===== src/source/lsu_pkg.sv =====
`default_nettype none

// ======================================================================
// load/store unit definitions
// ======================================================================

package lsu_pkg;

    // size of a store, as encoded by the core.
    typedef enum logic [1:0] {
        BYTE      = 2'b00,
        HALF_WORD = 2'b01,
        WORD      = 2'b10
    } store_width_t;

    // byte lanes per word.
    localparam int LANES = 4;

endpackage : lsu_pkg

`default_nettype wire


===== src/source/mem_cfg_pkg.sv =====
`default_nettype none

// ======================================================================
// memory data and address types
// ======================================================================

package mem_cfg_pkg;

    // one 32-bit word, little-endian in memory.
    typedef logic [31:0] word_t;

    // full byte address as the core sends it.
    typedef logic [31:0] addr_t;

    // one write enable per byte lane of a word.
    typedef logic [3:0] byte_en_t;

endpackage : mem_cfg_pkg

`default_nettype wire

===== src/source/data_port.sv =====
`timescale 1ns/10ps
`default_nettype none

module data_port #(
    parameter int MEMORY_SIZE = 256
) (
    input  logic                                clk_i,
    input  logic                                rst_n_i,

    // load channel.
    input  logic                                load_request_i,
    input  mem_cfg_pkg::addr_t                  load_address_i,
    output logic [$clog2(MEMORY_SIZE) - 1:0]    load_rd_address_o,
    input  mem_cfg_pkg::word_t                  load_rd_data_i,
    output mem_cfg_pkg::word_t                  load_data_o,
    output logic                                load_valid_o,

    // store channel.
    input  logic                                store_request_i,
    input  mem_cfg_pkg::addr_t                  store_address_i,
    input  lsu_pkg::store_width_t               store_width_i,
    input  mem_cfg_pkg::word_t                  store_data_i,
    output logic [$clog2(MEMORY_SIZE) - 1:0]    wr_address_o,
    output mem_cfg_pkg::byte_en_t               wr_enable_o,
    output mem_cfg_pkg::word_t                  wr_data_o,
    output logic                                store_done_o
);

    localparam int ADDR_W = $clog2(MEMORY_SIZE);

    // ==================================================================
    // load path
    // ==================================================================

    // loads always read the whole word holding the address.
    assign load_rd_address_o = {load_address_i[ADDR_W - 1:2], 2'b00};

    always_ff @(posedge clk_i) begin
        if (!rst_n_i) begin
            load_data_o  <= '0;
            load_valid_o <= 1'b0;
        end else begin
            load_data_o  <= load_rd_data_i;
            load_valid_o <= load_request_i;
        end
    end

    // ==================================================================
    // store path
    // ==================================================================

    // stores may start at any byte; the array wraps the lanes itself.
    assign wr_address_o = store_address_i[ADDR_W - 1:0];
    assign wr_data_o    = store_data_i;

    // enable the low lanes, as many as the width covers.
    always_comb begin
        int lane_count;

        case (store_width_i)
            lsu_pkg::BYTE:      lane_count = 1;
            lsu_pkg::HALF_WORD: lane_count = 2;
            lsu_pkg::WORD:      lane_count = lsu_pkg::LANES;
            default:            lane_count = 0;
        endcase

        for (int k = 0; k < lsu_pkg::LANES; k++) begin
            wr_enable_o[k] = store_request_i && (k < lane_count);
        end
    end

    // the write lands at the request edge and done follows one cycle later.
    always_ff @(posedge clk_i) begin
        if (!rst_n_i) begin
            store_done_o <= 1'b0;
        end else begin
            store_done_o <= store_request_i;
        end
    end

endmodule : data_port

`default_nettype wire


===== config.mk =====
export PLATFORM = sky130hd
export DESIGN_NAME = data_port
export DESIGN_NICKNAME = d
export VERILOG_FILES = /design/src/source/lsu_pkg.sv /design/src/source/mem_cfg_pkg.sv /design/src/source/data_port.sv
export SDC_FILE = /design/constraint.sdc
export NUM_CORES = 1
export LEC_CHECK = 0
export BUFFER_PORTS_ARGS = -buffer_cell sky130_fd_sc_hd__buf_2
export CORE_MARGIN = 10
export CORE_UTILIZATION = 30
export DETAILED_ROUTE_END_ITERATION = 8
export GPL_ROUTABILITY_DRIVEN = 0
export PLACE_DENSITY = 0.89
export SLEW_MARGIN = 40
export SYNTH_ARGS = -nofsm -noshare
export SYNTH_HDL_FRONTEND = slang
export SYNTH_SLANG_ARGS = --single-unit

===== constraint.sdc =====
create_clock -name clk_i -period 1.2 [get_ports clk_i]
set_clock_uncertainty 0.05 [all_clocks]
set_input_delay 0.12 -clock clk_i [delete_from_list [all_inputs] [get_ports clk_i]]
set_output_delay 0.12 -clock clk_i [all_outputs]
set_load 0.02 [all_outputs]

==> out/metrics.yaml, run 1 <==
status: "finished clean"
synth_area_leader_cell: "dfxtp_1"
clockRootBuffer: "clkbuf_8"
ys_types: 9
drv_slew: 0
wl_mm: 3.99
fp.dieH_um: 87.6
cts_setup_buffers: 0
grt_pass1_vias: 903
synth-seq-cells: 34
synthTopCellsByCount: "buf_4 (49), and2_2 (34), dfxtp_1 (34), clkbuf_2 (3)"
cts_hold_buf: 5
cts_tree: "yes"
top_level_ports: 220
critPathKind: "in2out"
max_freq_ghz: 1.04
fp.coreArea_sq_um: 4380
dr.pass1.iters: 2
cp_max_fo: 2
period_share_pct: 79.8
drive_above_1_share_pct: 69.9
area_growth_pct: 16.3
netlist_instances: 127
final.setup.tns_ps: 0
port_buffers: 75
clock-sinks: 34
async_flop_share_pct: 0
insertedDiodeCount: 0
ys.flop_type: "dfxtp_1"
yosysMostFrequentCell: "buf_4"
grt_setup_unrepaired: "false"
grt_pass1_wl_mm: 5.41
hold_viol_final: 0
hold_path.class: "in2reg"
synth.avg_cell_area_sq_um: 10.8
setup.worst_path.start_class: "input port"
endpoint_kind: "output port"
antenna_found_initial: 0
drcViolationCount: 0
dp_hpwl_mm: 3.34
die_w_um: 87.6
antenna_left: 0
grt_overflow_total: 0
synth-edff-count: 0
grt.total_usage_pct: 9.60
num_vias: 847
cts_resized: 0
leakagePower_nw: 0.838
final_net_count: 301
ctsLongestPathBuffers: 2
synth_area_sq_um: 1370
clkTransAtPathRegs_ps: 70
synth_top_area_share_pct: 49.7
post-route-util_pct: 36.3
yosysWarnings: 0
rows: 24
finalSetupViolCount: 0
cp_data_arrival_time_ps: 790
cellPowerDensity_nw_per_um2: 1480
synth_seq_area_share_pct: 49.7
yosys-top-cells-area: "dfxtp_1 (50%), buf_4 (27%), and2_2 (19%)"
drv_cap: 0
initial_utilization_pct: 31.2
fin_crit_ps: 958
die-area_sq_um: 7670
cts_made_buffers: 5
worstPathRequired_ps: 1030
dr.first_iter.drc_count: 19
grt_max_degree: 35
total_power_mw: 2.36
wl_per_cell_um: 18.3
htree_num_levels: 2
vias_per_cell: 3.89
vdd_drop_max_mv: 0.470
==> metal layers <==
metal  GRT usage, %  vias to the layer above  wire length (um)
li1               -                      404                 -
met2           15.2                       76              1880
met5              0                        -                 0
met4           8.55                        0               257
met1           6.76                      339               994
met3           8.64                       28               860
==> worst max-delay path: stages <==
cell and delay (ps):
buf_2 90, inv_1 40, ha_1 270, nor2b_1 100
buf_2 170
==> path summary, 6_finish.rpt <==
path	from	end	slack, ps	cells past startpoint
setup / recovery	store_width_i[0]	wr_enable_o[1]	240	5
hold / removal	load_rd_data_i[22]	load_data_o[22]	10	2
==> cell usage in the layout, fill, tap and decap left out <==
cell	n
clkbuf_8	6
dfxtp_1	34
buf_2	75
dlygate4sd3_1	7
clkbuf_1	1
ha_1	2
nor2b_1	2
clkinv_2	1
conb_1	2
and2_1	1
and2_2	34
inv_1	1
==> layout make-up <==
cell class,count,area (sq um)
clock inverter,1,5.00
clock buffer,7,86.3
fill,432,2790
timing repair buffer,82,445
inverter,1,3.75
multi-input combinational,41,307
tap,52,65.1
sequential,34,681
==> cell families (layout without fill, tap and decap cells) <==
family,count (synthesis),count (layout),share of synthesized area (%)
buffers and inverters,53,91,28.2
AND/OR/NAND/NOR,37,37,20.0
flip-flops,34,34,49.7
adder cells (fa/ha/maj),2,2,1.83
other,1,2,0.274
==> through the flow <==
stage	hold slack [ps]	instances	setup WS, ps	instance area, sq um
final	12.0	218	242	1590
after global routing	5.42	218	186	1590
after CTS	1.44	216	234	1570
after detailed placement	190	203	229	1430
after global placement	190	203	248	1430
after floorplan	206	128	297	1370
==> report_power, final <==
part	total, mW	internal (mW)	switching, mW
combinational	0.312	0.145	0.166
sequential	1.20	1.19	0.0115
clock	0.843	0.462	0.381
total	2.36	1.80	0.559
==> flip-flops by register name (all words and copies together), names as in the netlist <==
name and flops:
store_done_o 1, load_data_o 32, load_valid_o 1
Power figures use the tool's default switching activity.
==> inputs of run 2 (changes only) <==
Settings changed: CORE_UTILIZATION 30 to 28, PLACE_DENSITY 0.89 to 0.84.
Clock period 1.2 ns to 0.9 ns, I/O delays scaled along.
==> out/metrics.yaml, run 2 (same netlist as run 1, synthesis figures left out) <==
status: "finished clean"
cellPowerDensity_nw_per_um2: 1850  # +25%
clock-sinks: 34  # unchanged
nFillCells: 416  # -3.7%
rows: 25  # +4.2%
antenna_left: 0  # unchanged
period_share_pct: 98.9
wl_per_cell_um: 19.0  # +3.9%
final.setup.tns_ps: 0  # unchanged
ctsLongestPathBuffers: 2  # unchanged
cts_made_buffers: 5  # unchanged
met2_length_mm: 2.39  # +27%
reg_top3: "load_data_o: 32 flops, load_valid_o: 1 flops, store_done_o: 1 flops"
regMostFlops: "load_data_o"
largest_reg_flops: 32  # unchanged
endpoint_kind: "output port"
cts_tree: "yes"
htree_num_levels: 2  # unchanged
vias_per_cell: 3.80  # -2.1%
finalSetupViolCount: 0  # unchanged
max_freq_ghz: 1.12
drcViolationCount: 0  # unchanged
leakagePower_nw: 1.02  # +21%
fin_crit_ps: 890
area_growth_pct: 56.3
die_w_um: 90.0  # +2.7%
cp_max_fo: 1  # -1
critPathTopFamily: "flip-flops"
port_buffers: 75  # unchanged
insertedDiodeCount: 0  # unchanged
cts_setup_buffers: 0  # unchanged
antenna_found_initial: 0  # unchanged
total_power_mw: 3.96  # +68%
crit_buf_inv: 1  # -2
clockRootBuffer: "clkbuf_8"
worstPathRequired_ps: 760  # -270 ps
dr.first_iter.drc_count: 11  # -8
grt_max_degree: 35  # unchanged
topRoutingLayerUsed: "met4"
grt_pass1_wl_mm: 6.82  # +26%
vdd_drop_max_mv: 0.761  # +62%
slowest_stage: "dfxtp_1"
grt.total_usage_pct: 10.8  # +1.2 points
critPathKind: "reg2out"
drive_above_1_share_pct: 70.5  # +0.59 points
clkTransAtPathRegs_ps: 70  # about the same
final_net_count: 328  # +9.0%
cp-startpoint: "load_data_o[9]"
die-area_sq_um: 8090  # +5.5%
num_vias: 989  # +17%
hold_viol_final: 0  # unchanged
wl_met3_um: 720  # -16%
grt_pass1_vias: 1091  # +21%
drv_cap: 0  # unchanged
crit_chain: "buf_2"
hold_start: "store_request_i"
top_level_ports: 220  # unchanged
fp.coreArea_sq_um: 4720  # +7.7%
initial_utilization_pct: 29.0  # -2.2 points
mostFrequentLayoutCell: "buf_2"
wl_met1_mm: 1.60  # +61%
grt_overflow_total: 0  # unchanged
post-route-util_pct: 45.3  # +9.0 points
mostFrequentLayoutCells: "buf_2 (41), and2_2 (34), dlygate4sd3_1 (33), buf_6 (21)"
crit_path_max_incr_delay_ps: 310  # +40 ps
wl_mm: 4.95  # +24%
cp_data_arrival_time_ps: 750  # -40 ps
hold_path.class: "in2reg"
dr.pass1.iters: 4  # +2
drv_slew: 0  # unchanged
setup.worst_path.start_class: "flop"
fp.dieH_um: 90.0  # +2.7%
==> run 2: cell types whose count changed in the layout (fill, tap and decap cells not counted), moves of 2 or more <==
cell / delta
buf_2: -34
dlygate4sd3_1: +26
buf_6: +21
dfxtp_1: -17
dfxtp_2: +17
buf_4: +13
bufinv_16: +2
==> run 2: final timing paths <==
kind	to	cells after the start
worst max-delay path	load_data_o[9]	1
worst min-delay path	store_done_o	2
==> run 2: layer usage <==
layer	GRT usage, %	vias up
met5	0	-
met4	7.56	0
met3	7.65	33
met2	17.9	79
met1	8.91	421
li1	-	456
==> run 2: final cells by class <==
class	instances	area [sq um]	share of cell area, %
sequential	34	702	32.8
timing repair buffer	109	890	41.6
multi-input combinational	41	319	14.9
inverter	1	3.75	0.175
clock buffer	6	82.6	3.86
tap	67	83.8	3.92
clock inverter	2	60.1	2.81
==> run 2: metrics by stage <==
| stage | cells | hold slack, ps | setup WS, ps | cell area [sq um] |
|---|---|---|---|---|
| final | 260 | 17.2 | 10.3 | 2140 |
| after CTS | 260 | 6.91 | 0.732 | 1970 |
| after detailed placement | 219 | 130 | -11.5 | 1470 |
| after floorplan | 128 | 176 | 56.9 | 1370 |
| after global placement | 219 | 130 | 7.13 | 1470 |
| after global routing | 260 | 19.4 | -34.7 | 2140 |
==> run 2: what timing repair did <==
action / CTS / global route
resized for setup: 12 / 61
pin swaps: 0 / 1
hold endpoints to repair: 33 / 0
hold buffers: 33 / 0
setup endpoints to repair: 10 / 32
==> run 2: where the power goes <==
part | leakage, nW | switching (mW) | internal [mW] | total [mW]
clock network | 0.0714 | 0.541 | 1.18 | 1.72
registers | 0.288 | 0.0345 | 1.59 | 1.63
logic | 0.657 | 0.256 | 0.354 | 0.610
total | 1.02 | 0.831 | 3.13 | 3.96
