$ cat src/source/mem_cfg_pkg.sv
`default_nettype none

// ======================================================================
// memory data and address types
// ======================================================================

package mem_cfg_pkg;

    // one 32-bit word, little-endian in memory.
    typedef logic [31:0] word_t;

    // full byte address as the core sends it.
    typedef logic [31:0] addr_t;

    // one write enable per byte lane of a word.
    typedef logic [3:0] byte_en_t;

endpackage : mem_cfg_pkg

`default_nettype wire
$ cat src/source/fetch_port.sv
`timescale 1ns/10ps
`default_nettype none

module fetch_port #(
    parameter int MEMORY_SIZE = 256
) (
    input  logic                                clk_i,
    input  logic                                rst_n_i,

    // instruction fetch request.
    input  logic                                fetch_i,
    input  logic                                invalidate_i,
    input  mem_cfg_pkg::addr_t                  fetch_address_i,

    // read port of the byte array.
    output logic [$clog2(MEMORY_SIZE) - 1:0]    rd_address_o,
    input  mem_cfg_pkg::word_t                  rd_data_i,

    // fetched instruction.
    output mem_cfg_pkg::word_t                  fetch_instruction_o,
    output logic                                fetch_valid_o
);

    localparam int ADDR_W = $clog2(MEMORY_SIZE);

    logic fetch_pending;

    // halfword aligned so compressed instructions can start at any even byte.
    assign rd_address_o = {fetch_address_i[ADDR_W - 1:1], 1'b0};

    // the instruction register follows the array every cycle.
    // only the valid flag tells the core the word was requested.
    always_ff @(posedge clk_i) begin
        if (!rst_n_i) begin
            fetch_instruction_o <= '0;
            fetch_pending       <= 1'b0;
        end else begin
            fetch_instruction_o <= rd_data_i;
            fetch_pending       <= fetch_i;
        end
    end

    // a flush in the response cycle drops the fetched word.
    assign fetch_valid_o = fetch_pending & ~invalidate_i;

endmodule : fetch_port

`default_nettype wire

$ cat config.mk
export PLATFORM = sky130hd
export DESIGN_NAME = fetch_port
export DESIGN_NICKNAME = d
export VERILOG_FILES = /design/src/source/mem_cfg_pkg.sv /design/src/source/fetch_port.sv
export SDC_FILE = /design/constraint.sdc
export NUM_CORES = 1
export LEC_CHECK = 0
export ABC_AREA = 1
export BUFFER_PORTS_ARGS = -buffer_cell sky130_fd_sc_hd__buf_2
export CORE_MARGIN = 5
export CORE_UTILIZATION = 38
export CTS_BUF_LIST = sky130_fd_sc_hd__clkbuf_8
export DETAILED_ROUTE_END_ITERATION = 8
export PLACE_DENSITY = 0.94
export SYNTH_ARGS = -nofsm -noshare
export SYNTH_HDL_FRONTEND = slang
export SYNTH_SLANG_ARGS = --single-unit
export TNS_END_PERCENT = 1
$ cat constraint.sdc
create_clock -name clk_i -period 0.9 [get_ports clk_i]
set_clock_uncertainty 0.1 [all_clocks]
set_input_delay 0.045 -clock clk_i [delete_from_list [all_inputs] [get_ports clk_i]]
set_output_delay 0.045 -clock clk_i [all_outputs]
set_load 0.005 [all_outputs]
==> metrics.csv, run 1 <==
stage,metric,value,unit
logic_synthesis,yosys_warnings,0,
floorplan,start_util,38.9,%
clock_tree,cts.sinks,33,
pwr,powerDensity,1610,mW/mm2
pwr,pwr-share-clk,32.9,%
worst_setup_path,crit_chain,inv_2 -> nor2_2 -> buf_2,
drt,drtPass1Iterations,3,
worst_setup_path,crit_family,flip-flops,
drt,dr.first_iter.drc_count,13,
logic_synthesis,avgSynthCellArea,9.24,um2
grt,track_usage,14.0,%
placement,gp_congestion,0.639,
worst_setup_path,crit_path_end_kind,output pin,
floorplan,die_y,62.7,um
floorplan,io_pins,109,
pwr,peakVddDrop,1270,uV
pwr,internal_power,0.00230,W
logic_synthesis,synthMuxAreaShare,0,%
logic_synthesis,syn_area,0.00105,mm2
floorplan,core-area,0.00271,mm2
pwr,combPwrFrac,13.4,%
placement,dp_hpwl,1.52,mm
outcome,status,"complete, but fails checks",
grt,grt_max_degree,34,
hold_path,min_from,rst_n_i,
clock_tree,htreeDepth,2,
placement,place_area,0.00131,mm2
drt,ant_nets,0,
worst_setup_path,cp-start-kind,flop,
worst_setup_path,slowest_stage,dfxtp_2,
outcome,violations,negative setup slack,
drt,wire_per_inst,10.5,um
clock_tree,numCtsBuffers,5,
worst_setup_path,required,0.75,ns
pwr,p_sw,0.000602,W
pwr,p_seq_share,53.8,%
timing,rsz0062_at_grt,true,
floorplan,die_w,62.7,um
worst_setup_path,critical_path_class,reg -> out,
layout,final_design_area_no_fill,0.00180,mm2
drt,routed_wl,2.62,mm
grt,grt_pass1_wl,4.31,mm
clock_tree,path_clk_slew,0.06,ns
logic_synthesis,synth_simple_gate_area_share,13.3,%
timing,fmax,1060,MHz
logic_synthesis,synth_fa_ha_area_share,0,%
worst_setup_path,crit_buf_inv,2,
timing,fin_crit,0.945,ns
grt,grt_pass1_vias,1014,
layout,n_fill_cell,227,
logic_synthesis,synth_top_family_by_area,buffers and inverters,
layout,diodes,0,
logic_synthesis,synth_compound_area_share,0,%
clock_tree,root_buffer,clkbuf_8,
pwr,switching_share,20.8,%
logic_synthesis,synthCells,114,
timing,slew_viol_final,0,
clock_tree,cts_tree,built,
logic_synthesis,synthDistinctLibCells,10,
drt,vias,972,
logic_synthesis,ys_seq_area_share,62.7,%
grt,antenna_found_initial,0,
worst_setup_path,critical_path_arrival,0.80,ns
drt,viasPerCell,3.90,
floorplan,fp.dieArea,0.00393,mm2
worst_setup_path,slowest_delay,0.32,ns
clock_tree,ctsLongestPathBuffers,2,
run,maxCapViolCount,0,
timing,hold_violations,0,
worst_setup_path,path_max_fanout,1,
timing,finalWorstSetupSlack,-0.0447,ns
placement,port_buffers,68,
timing,setup_violations,1,
grt,overflow,0,
hold_path,hold_depth,3,
layout,drive_above_1_share,37.2,%
timing,slew-limit-headroom,60.0,%
layout,nets,285,
timing,tns,-0.0447,ns
hold_path,worstHoldEndpoint,fetch_instruction_o[4]$_SDFF_PN0_,
logic_synthesis,synth_nets,182,
timing,tightest_slew,0.600,ns
hold_path,hp-class,in -> reg,
logic_synthesis,ys_ff_latch,33,
timing,fin_crit_sh,105,%
drt,remaining_drc_errors,0,
pwr,leakage,1.13,nW
logic_synthesis,synthXorXnorAreaFrac,0,%
layout,flow.area_growth_from_synthesis,70.4,%
floorplan,rows,19,
==> cell usage after synthesis <==
cell,number,area [um2]
inv_1,34,128
nand2_1,28,105
conb_1,1,3.75
dfxtp_1,33,661
buf_4,8,60.1
buf_12,1,20.0
buf_8,2,30.0
nand2_2,5,31.3
buf_6,1,11.3
nor2_1,1,3.75
==> worst min-delay path, cell delays in order <==
cell	delay, ns
buf_2	0.30
nand2_2	0.12
inv_1	0.03
==> registers in the layout, summed over array words and instances, names as in the netlist <==
name,flops
fetch_pending,1
fetch_instruction_o,32
==> area by class of cell <==
class	instances	area, um2	area share (%)
clock buffer	5	68.8	3.83
clock inverter	3	11.3	0.627
inverter	34	128	7.11
multi-input combinational	35	146	8.15
sequential	33	662	36.9
tap	31	38.8	2.16
timing repair buffer	108	741	41.3
==> cell families after synthesis <==
family	count (synthesis)
and+or+nand+nor	34
buffers and inverters	46
DFF	33
other	1
==> power groups by stage <==
| stage | logic (W) | clock network (W) | registers (W) |
|---|---|---|---|
| 2_1_floorplan | 0.000129 | 0 | 0.00160 |
| 3_3_place_gp | 0.000241 | 0 | 0.00158 |
| 3_5_place_dp | 0.000247 | 0 | 0.00159 |
| 4_1_cts | 0.000386 | 0.000996 | 0.00156 |
| 5_1_grt | 0.000436 | 0.00107 | 0.00157 |
| 6_report | 0.000388 | 0.000953 | 0.00156 |
==> cell usage in the layout, fill, tap and decap left out, drive strengths merged <==
master	count
dlygate4sd3	40
nor2	1
nand2	33
conb	1
inv	37
buf	68
dfxtp	33
clkbuf	5
==> through the flow <==
stage | utilization (%) | cells | hold slack (ns) | power [W] | worst slack [ns]
after detailed placement | 48.4 | 201 | -0.00993 | 0.00184 | 0.0166
after floorplan | - | 114 | 0.0211 | 0.00173 | 0.326
after global placement | 48.4 | 201 | -0.00993 | 0.00183 | 0.0421
after CTS | 66.2 | 249 | 0.168 | 0.00294 | -0.0517
after global routing | 66.3 | 249 | 0.195 | 0.00307 | -0.0981
final | 66.3 | 249 | 0.170 | 0.00290 | -0.0447
==> how the worst max path moves through the flow <==
| stage | from | endpoint | slack, ns | cells after the start |
|---|---|---|---|---|
| after CTS | fetch_pending$_SDFF_PN0_ | fetch_valid_o | -0.05 | 3 |
| after floorplan | rst_n_i | fetch_instruction_o[29]$_SDFF_PN0_ | 0.33 | 4 |
| after detailed placement | rst_n_i | fetch_instruction_o[12]$_SDFF_PN0_ | 0.02 | 3 |
| after global routing | fetch_pending$_SDFF_PN0_ | fetch_valid_o | -0.1 | 3 |
| after global placement | rst_n_i | fetch_instruction_o[28]$_SDFF_PN0_ | 0.04 | 3 |
| final | fetch_pending$_SDFF_PN0_ | fetch_valid_o | -0.04 | 3 |
==> timing repair <==
item / in CTS / in global routing
gates resized for setup: 1 / 2
buffers inserted: 0 / 0
hold endpoints to repair: 40 / 0
hold buffers: 40 / 0
endpoints found under the setup margin: 1 / 1
==> metal layers <==
| layer | wire length [um] | track usage (%) | vias up |
|---|---|---|---|
| met4 | 27 | 6.37 | 0 |
| met2 | 1510 | 27.1 | 50 |
| met3 | 228 | 5.22 | 2 |
| met5 | 0 | 0 | - |
| li1 | - | - | 499 |
| met1 | 853 | 12.4 | 421 |
Power figures use the tool's default switching activity.
==> run 2: changes to the inputs <==
MAX_ROUTING_LAYER = met4   (was unset)
TNS_END_PERCENT = unset   (was 1)
==> run 2 against run 1 <==
The run still ends with negative setup slack left. Clock-buffer cell count did not move. Sequential cell count did not move. Sequential power barely moved. Final cell count did not move. First-iteration DRC count rose by 7.7%. Non-clock buffer count did not move. Cell area did not move. Critical path type unchanged. Die area did not move. Combinational power barely moved. Hold slack got worse by 0.0053 ns. Core utilization did not move.
==> metrics.csv, run 2 (synthesis results as in run 1) <==
stage,metric,value,unit,change
timing,fmax,1060,MHz,-0.11%
layout,nets,285,,unchanged
floorplan,rows,19,,unchanged
grt,overflow,0,,unchanged
pwr,combPwrFrac,13.4,%,about the same
drt,ant_nets,0,,unchanged
worst_setup_path,critical_path_arrival,0.80,ns,about the same
timing,finalWorstSetupSlack,-0.0457,ns,-0.00100 ns
timing,hold_slack,0.165,ns,-0.00527 ns
clock_tree,cts.sinks,33,,unchanged
placement,port_buffers,68,,unchanged
grt,grt_pass1_wl,4.31,mm,unchanged
floorplan,core-area,0.00271,mm2,unchanged
clock_tree,post_cts_buffers,0,,unchanged
outcome,status,"complete, but fails checks",,
timing,rsz0062_at_grt,true,,
grt,track_usage,14.3,%,+0.35 points
drt,wire_per_inst,10.5,um,-0.38%
pwr,internal_power,0.00230,W,about the same
grt,grt_max_degree,34,,unchanged
timing,setup_violations,1,,unchanged
timing,slew-limit-headroom,60.8,%,+0.85 points
pwr,peakVddDrop,1270,uV,about the same
worst_setup_path,cp-start-kind,flop,,
clock_tree,ctsLongestPathBuffers,2,,unchanged
worst_setup_path,crit_chain,inv_2 -> nor2_2 -> buf_2,,
floorplan,io_pins,109,,unchanged
worst_setup_path,slowest_stage,dfxtp_2,,
worst_setup_path,path_max_fanout,1,,unchanged
clock_tree,htreeDepth,2,,unchanged
pwr,pwr-share-clk,32.9,%,about the same
timing,tns,-0.0457,ns,-0.00100 ns
floorplan,die_w,62.7,um,unchanged
worst_setup_path,crit_path_end_kind,output pin,,
floorplan,fp.dieArea,0.00393,mm2,unchanged
placement,gp_congestion,0.645,,+0.83%
timing,fin_crit_sh,105,%,+0.11 points
pwr,powerDensity,1610,mW/mm2,about the same
layout,diodes,0,,unchanged
layout,final_common_cell,buf_2,,
pwr,p_seq_share,53.8,%,about the same
layout,flow.area_growth_from_synthesis,70.4,%,unchanged
layout,largest-register,fetch_instruction_o,,
clock_tree,root_buffer,clkbuf_8,,
drt,viasPerCell,3.92,,+0.41%
pwr,switching_share,20.7,%,about the same
worst_setup_path,crit_family,flip-flops,,
drt,drtPass1Iterations,2,,-1
clock_tree,numCtsBuffers,5,,unchanged
worst_setup_path,critical_path_class,reg -> out,,
worst_setup_path,slowest_delay,0.32,ns,about the same
run,maxCapViolCount,0,,unchanged
layout,largest_reg_flops,32,,unchanged
grt,antenna_found_initial,0,,unchanged
timing,hold_violations,0,,unchanged
timing,slew_viol_final,0,,unchanged
drt,routed_wl,2.61,mm,-0.38%
worst_setup_path,crit_buf_inv,2,,unchanged
clock_tree,path_clk_slew,0.06,ns,about the same
floorplan,start_util,38.9,%,unchanged
drt,remaining_drc_errors,0,,unchanged
clock_tree,cts_tree,built,,
drt,dr.first_iter.drc_count,14,,+1
pwr,leakage,1.13,nW,unchanged
outcome,violations,negative setup slack,,
hold_path,hp-class,in -> reg,,
timing,tightest_slew,0.587,ns,-0.0128 ns
timing,fin_crit,0.946,ns,+0.00100 ns
drt,vias,976,,+0.41%
layout,drive_above_1_share,37.2,%,unchanged
floorplan,die_y,62.7,um,unchanged
placement,dp_hpwl,1.52,mm,unchanged
layout,layout_common_cells,"buf_2, dlygate4sd3_1, inv_1",,
layout,biggestRegsByFlops,"fetch_instruction_o (32), fetch_pending (1)",,
worst_setup_path,required,0.75,ns,about the same
grt,grt_pass1_vias,1018,,+0.39%
pwr,p_sw,0.000601,W,-0.11%
run 2: cell counts in the layout (fill, tap and decap cells not counted):
Identical to the previous run, type by type.
run 2: power groups by stage:
stage               Clock (W)  Sequential [W]  Combinational (W)
finish               0.000952         0.00156           0.000388
global route          0.00107         0.00157           0.000436
CTS                  0.000996         0.00156           0.000386
detailed placement          0         0.00159           0.000247
global placement            0         0.00158           0.000241
floorplan                   0         0.00160           0.000129
run 2: final timing paths:
| path | slack, ns | depth (start not counted) | startpoint | endpoint |
|---|---|---|---|---|
| worst max-delay path | -0.05 | 3 | fetch_pending$_SDFF_PN0_ | fetch_valid_o |
| worst min-delay path | 0.16 | 3 | rst_n_i | fetch_instruction_o[4]$_SDFF_PN0_ |
run 2: per-stage QoR:
step | area, um2 | worst slack [ns] | utilization (%) | power (W) | instances
floorplan | 1050 | 0.326 | - | 0.00173 | 114
global placement | 1310 | 0.0421 | 48.4 | 0.00183 | 201
detailed placement | 1310 | 0.0166 | 48.4 | 0.00184 | 201
CTS | 1790 | -0.0517 | 66.2 | 0.00294 | 249
global route | 1800 | -0.0981 | 66.3 | 0.00307 | 249
finish | 1800 | -0.0457 | 66.3 | 0.00290 | 249
run 2: layout make-up:
cell class / instances / area, um2
multi-input cells: 35 / 146
well taps: 31 / 38.8
clock inverters: 3 / 11.3
flip-flops and latches: 33 / 662
fillers: 227 / 915
repair buffers: 108 / 741
clock buffers: 5 / 68.8
inverters: 34 / 128
run 2: timing repair:
action	4_1_cts	5_1_grt
resized for setup	1	2
endpoints found under the hold margin	40	0
hold buffers	40	0
setup endpoints to repair	1	1
run 2: metal layers:
| layer | vias to the layer above | wire [um] | track usage [%] |
|---|---|---|---|
| li1 | 499 | - | - |
| met1 | 425 | 833 | 12.2 |
| met2 | 50 | 1520 | 27.3 |
| met3 | 2 | 222 | 5.04 |
| met4 | 0 | 27 | 6.37 |
| met5 | - | 0 | - |
run 2: tightest hold or removal path, cell delays in order:
cell     delay [ns]
buf_2          0.29
nand2_2        0.11
inv_1          0.03
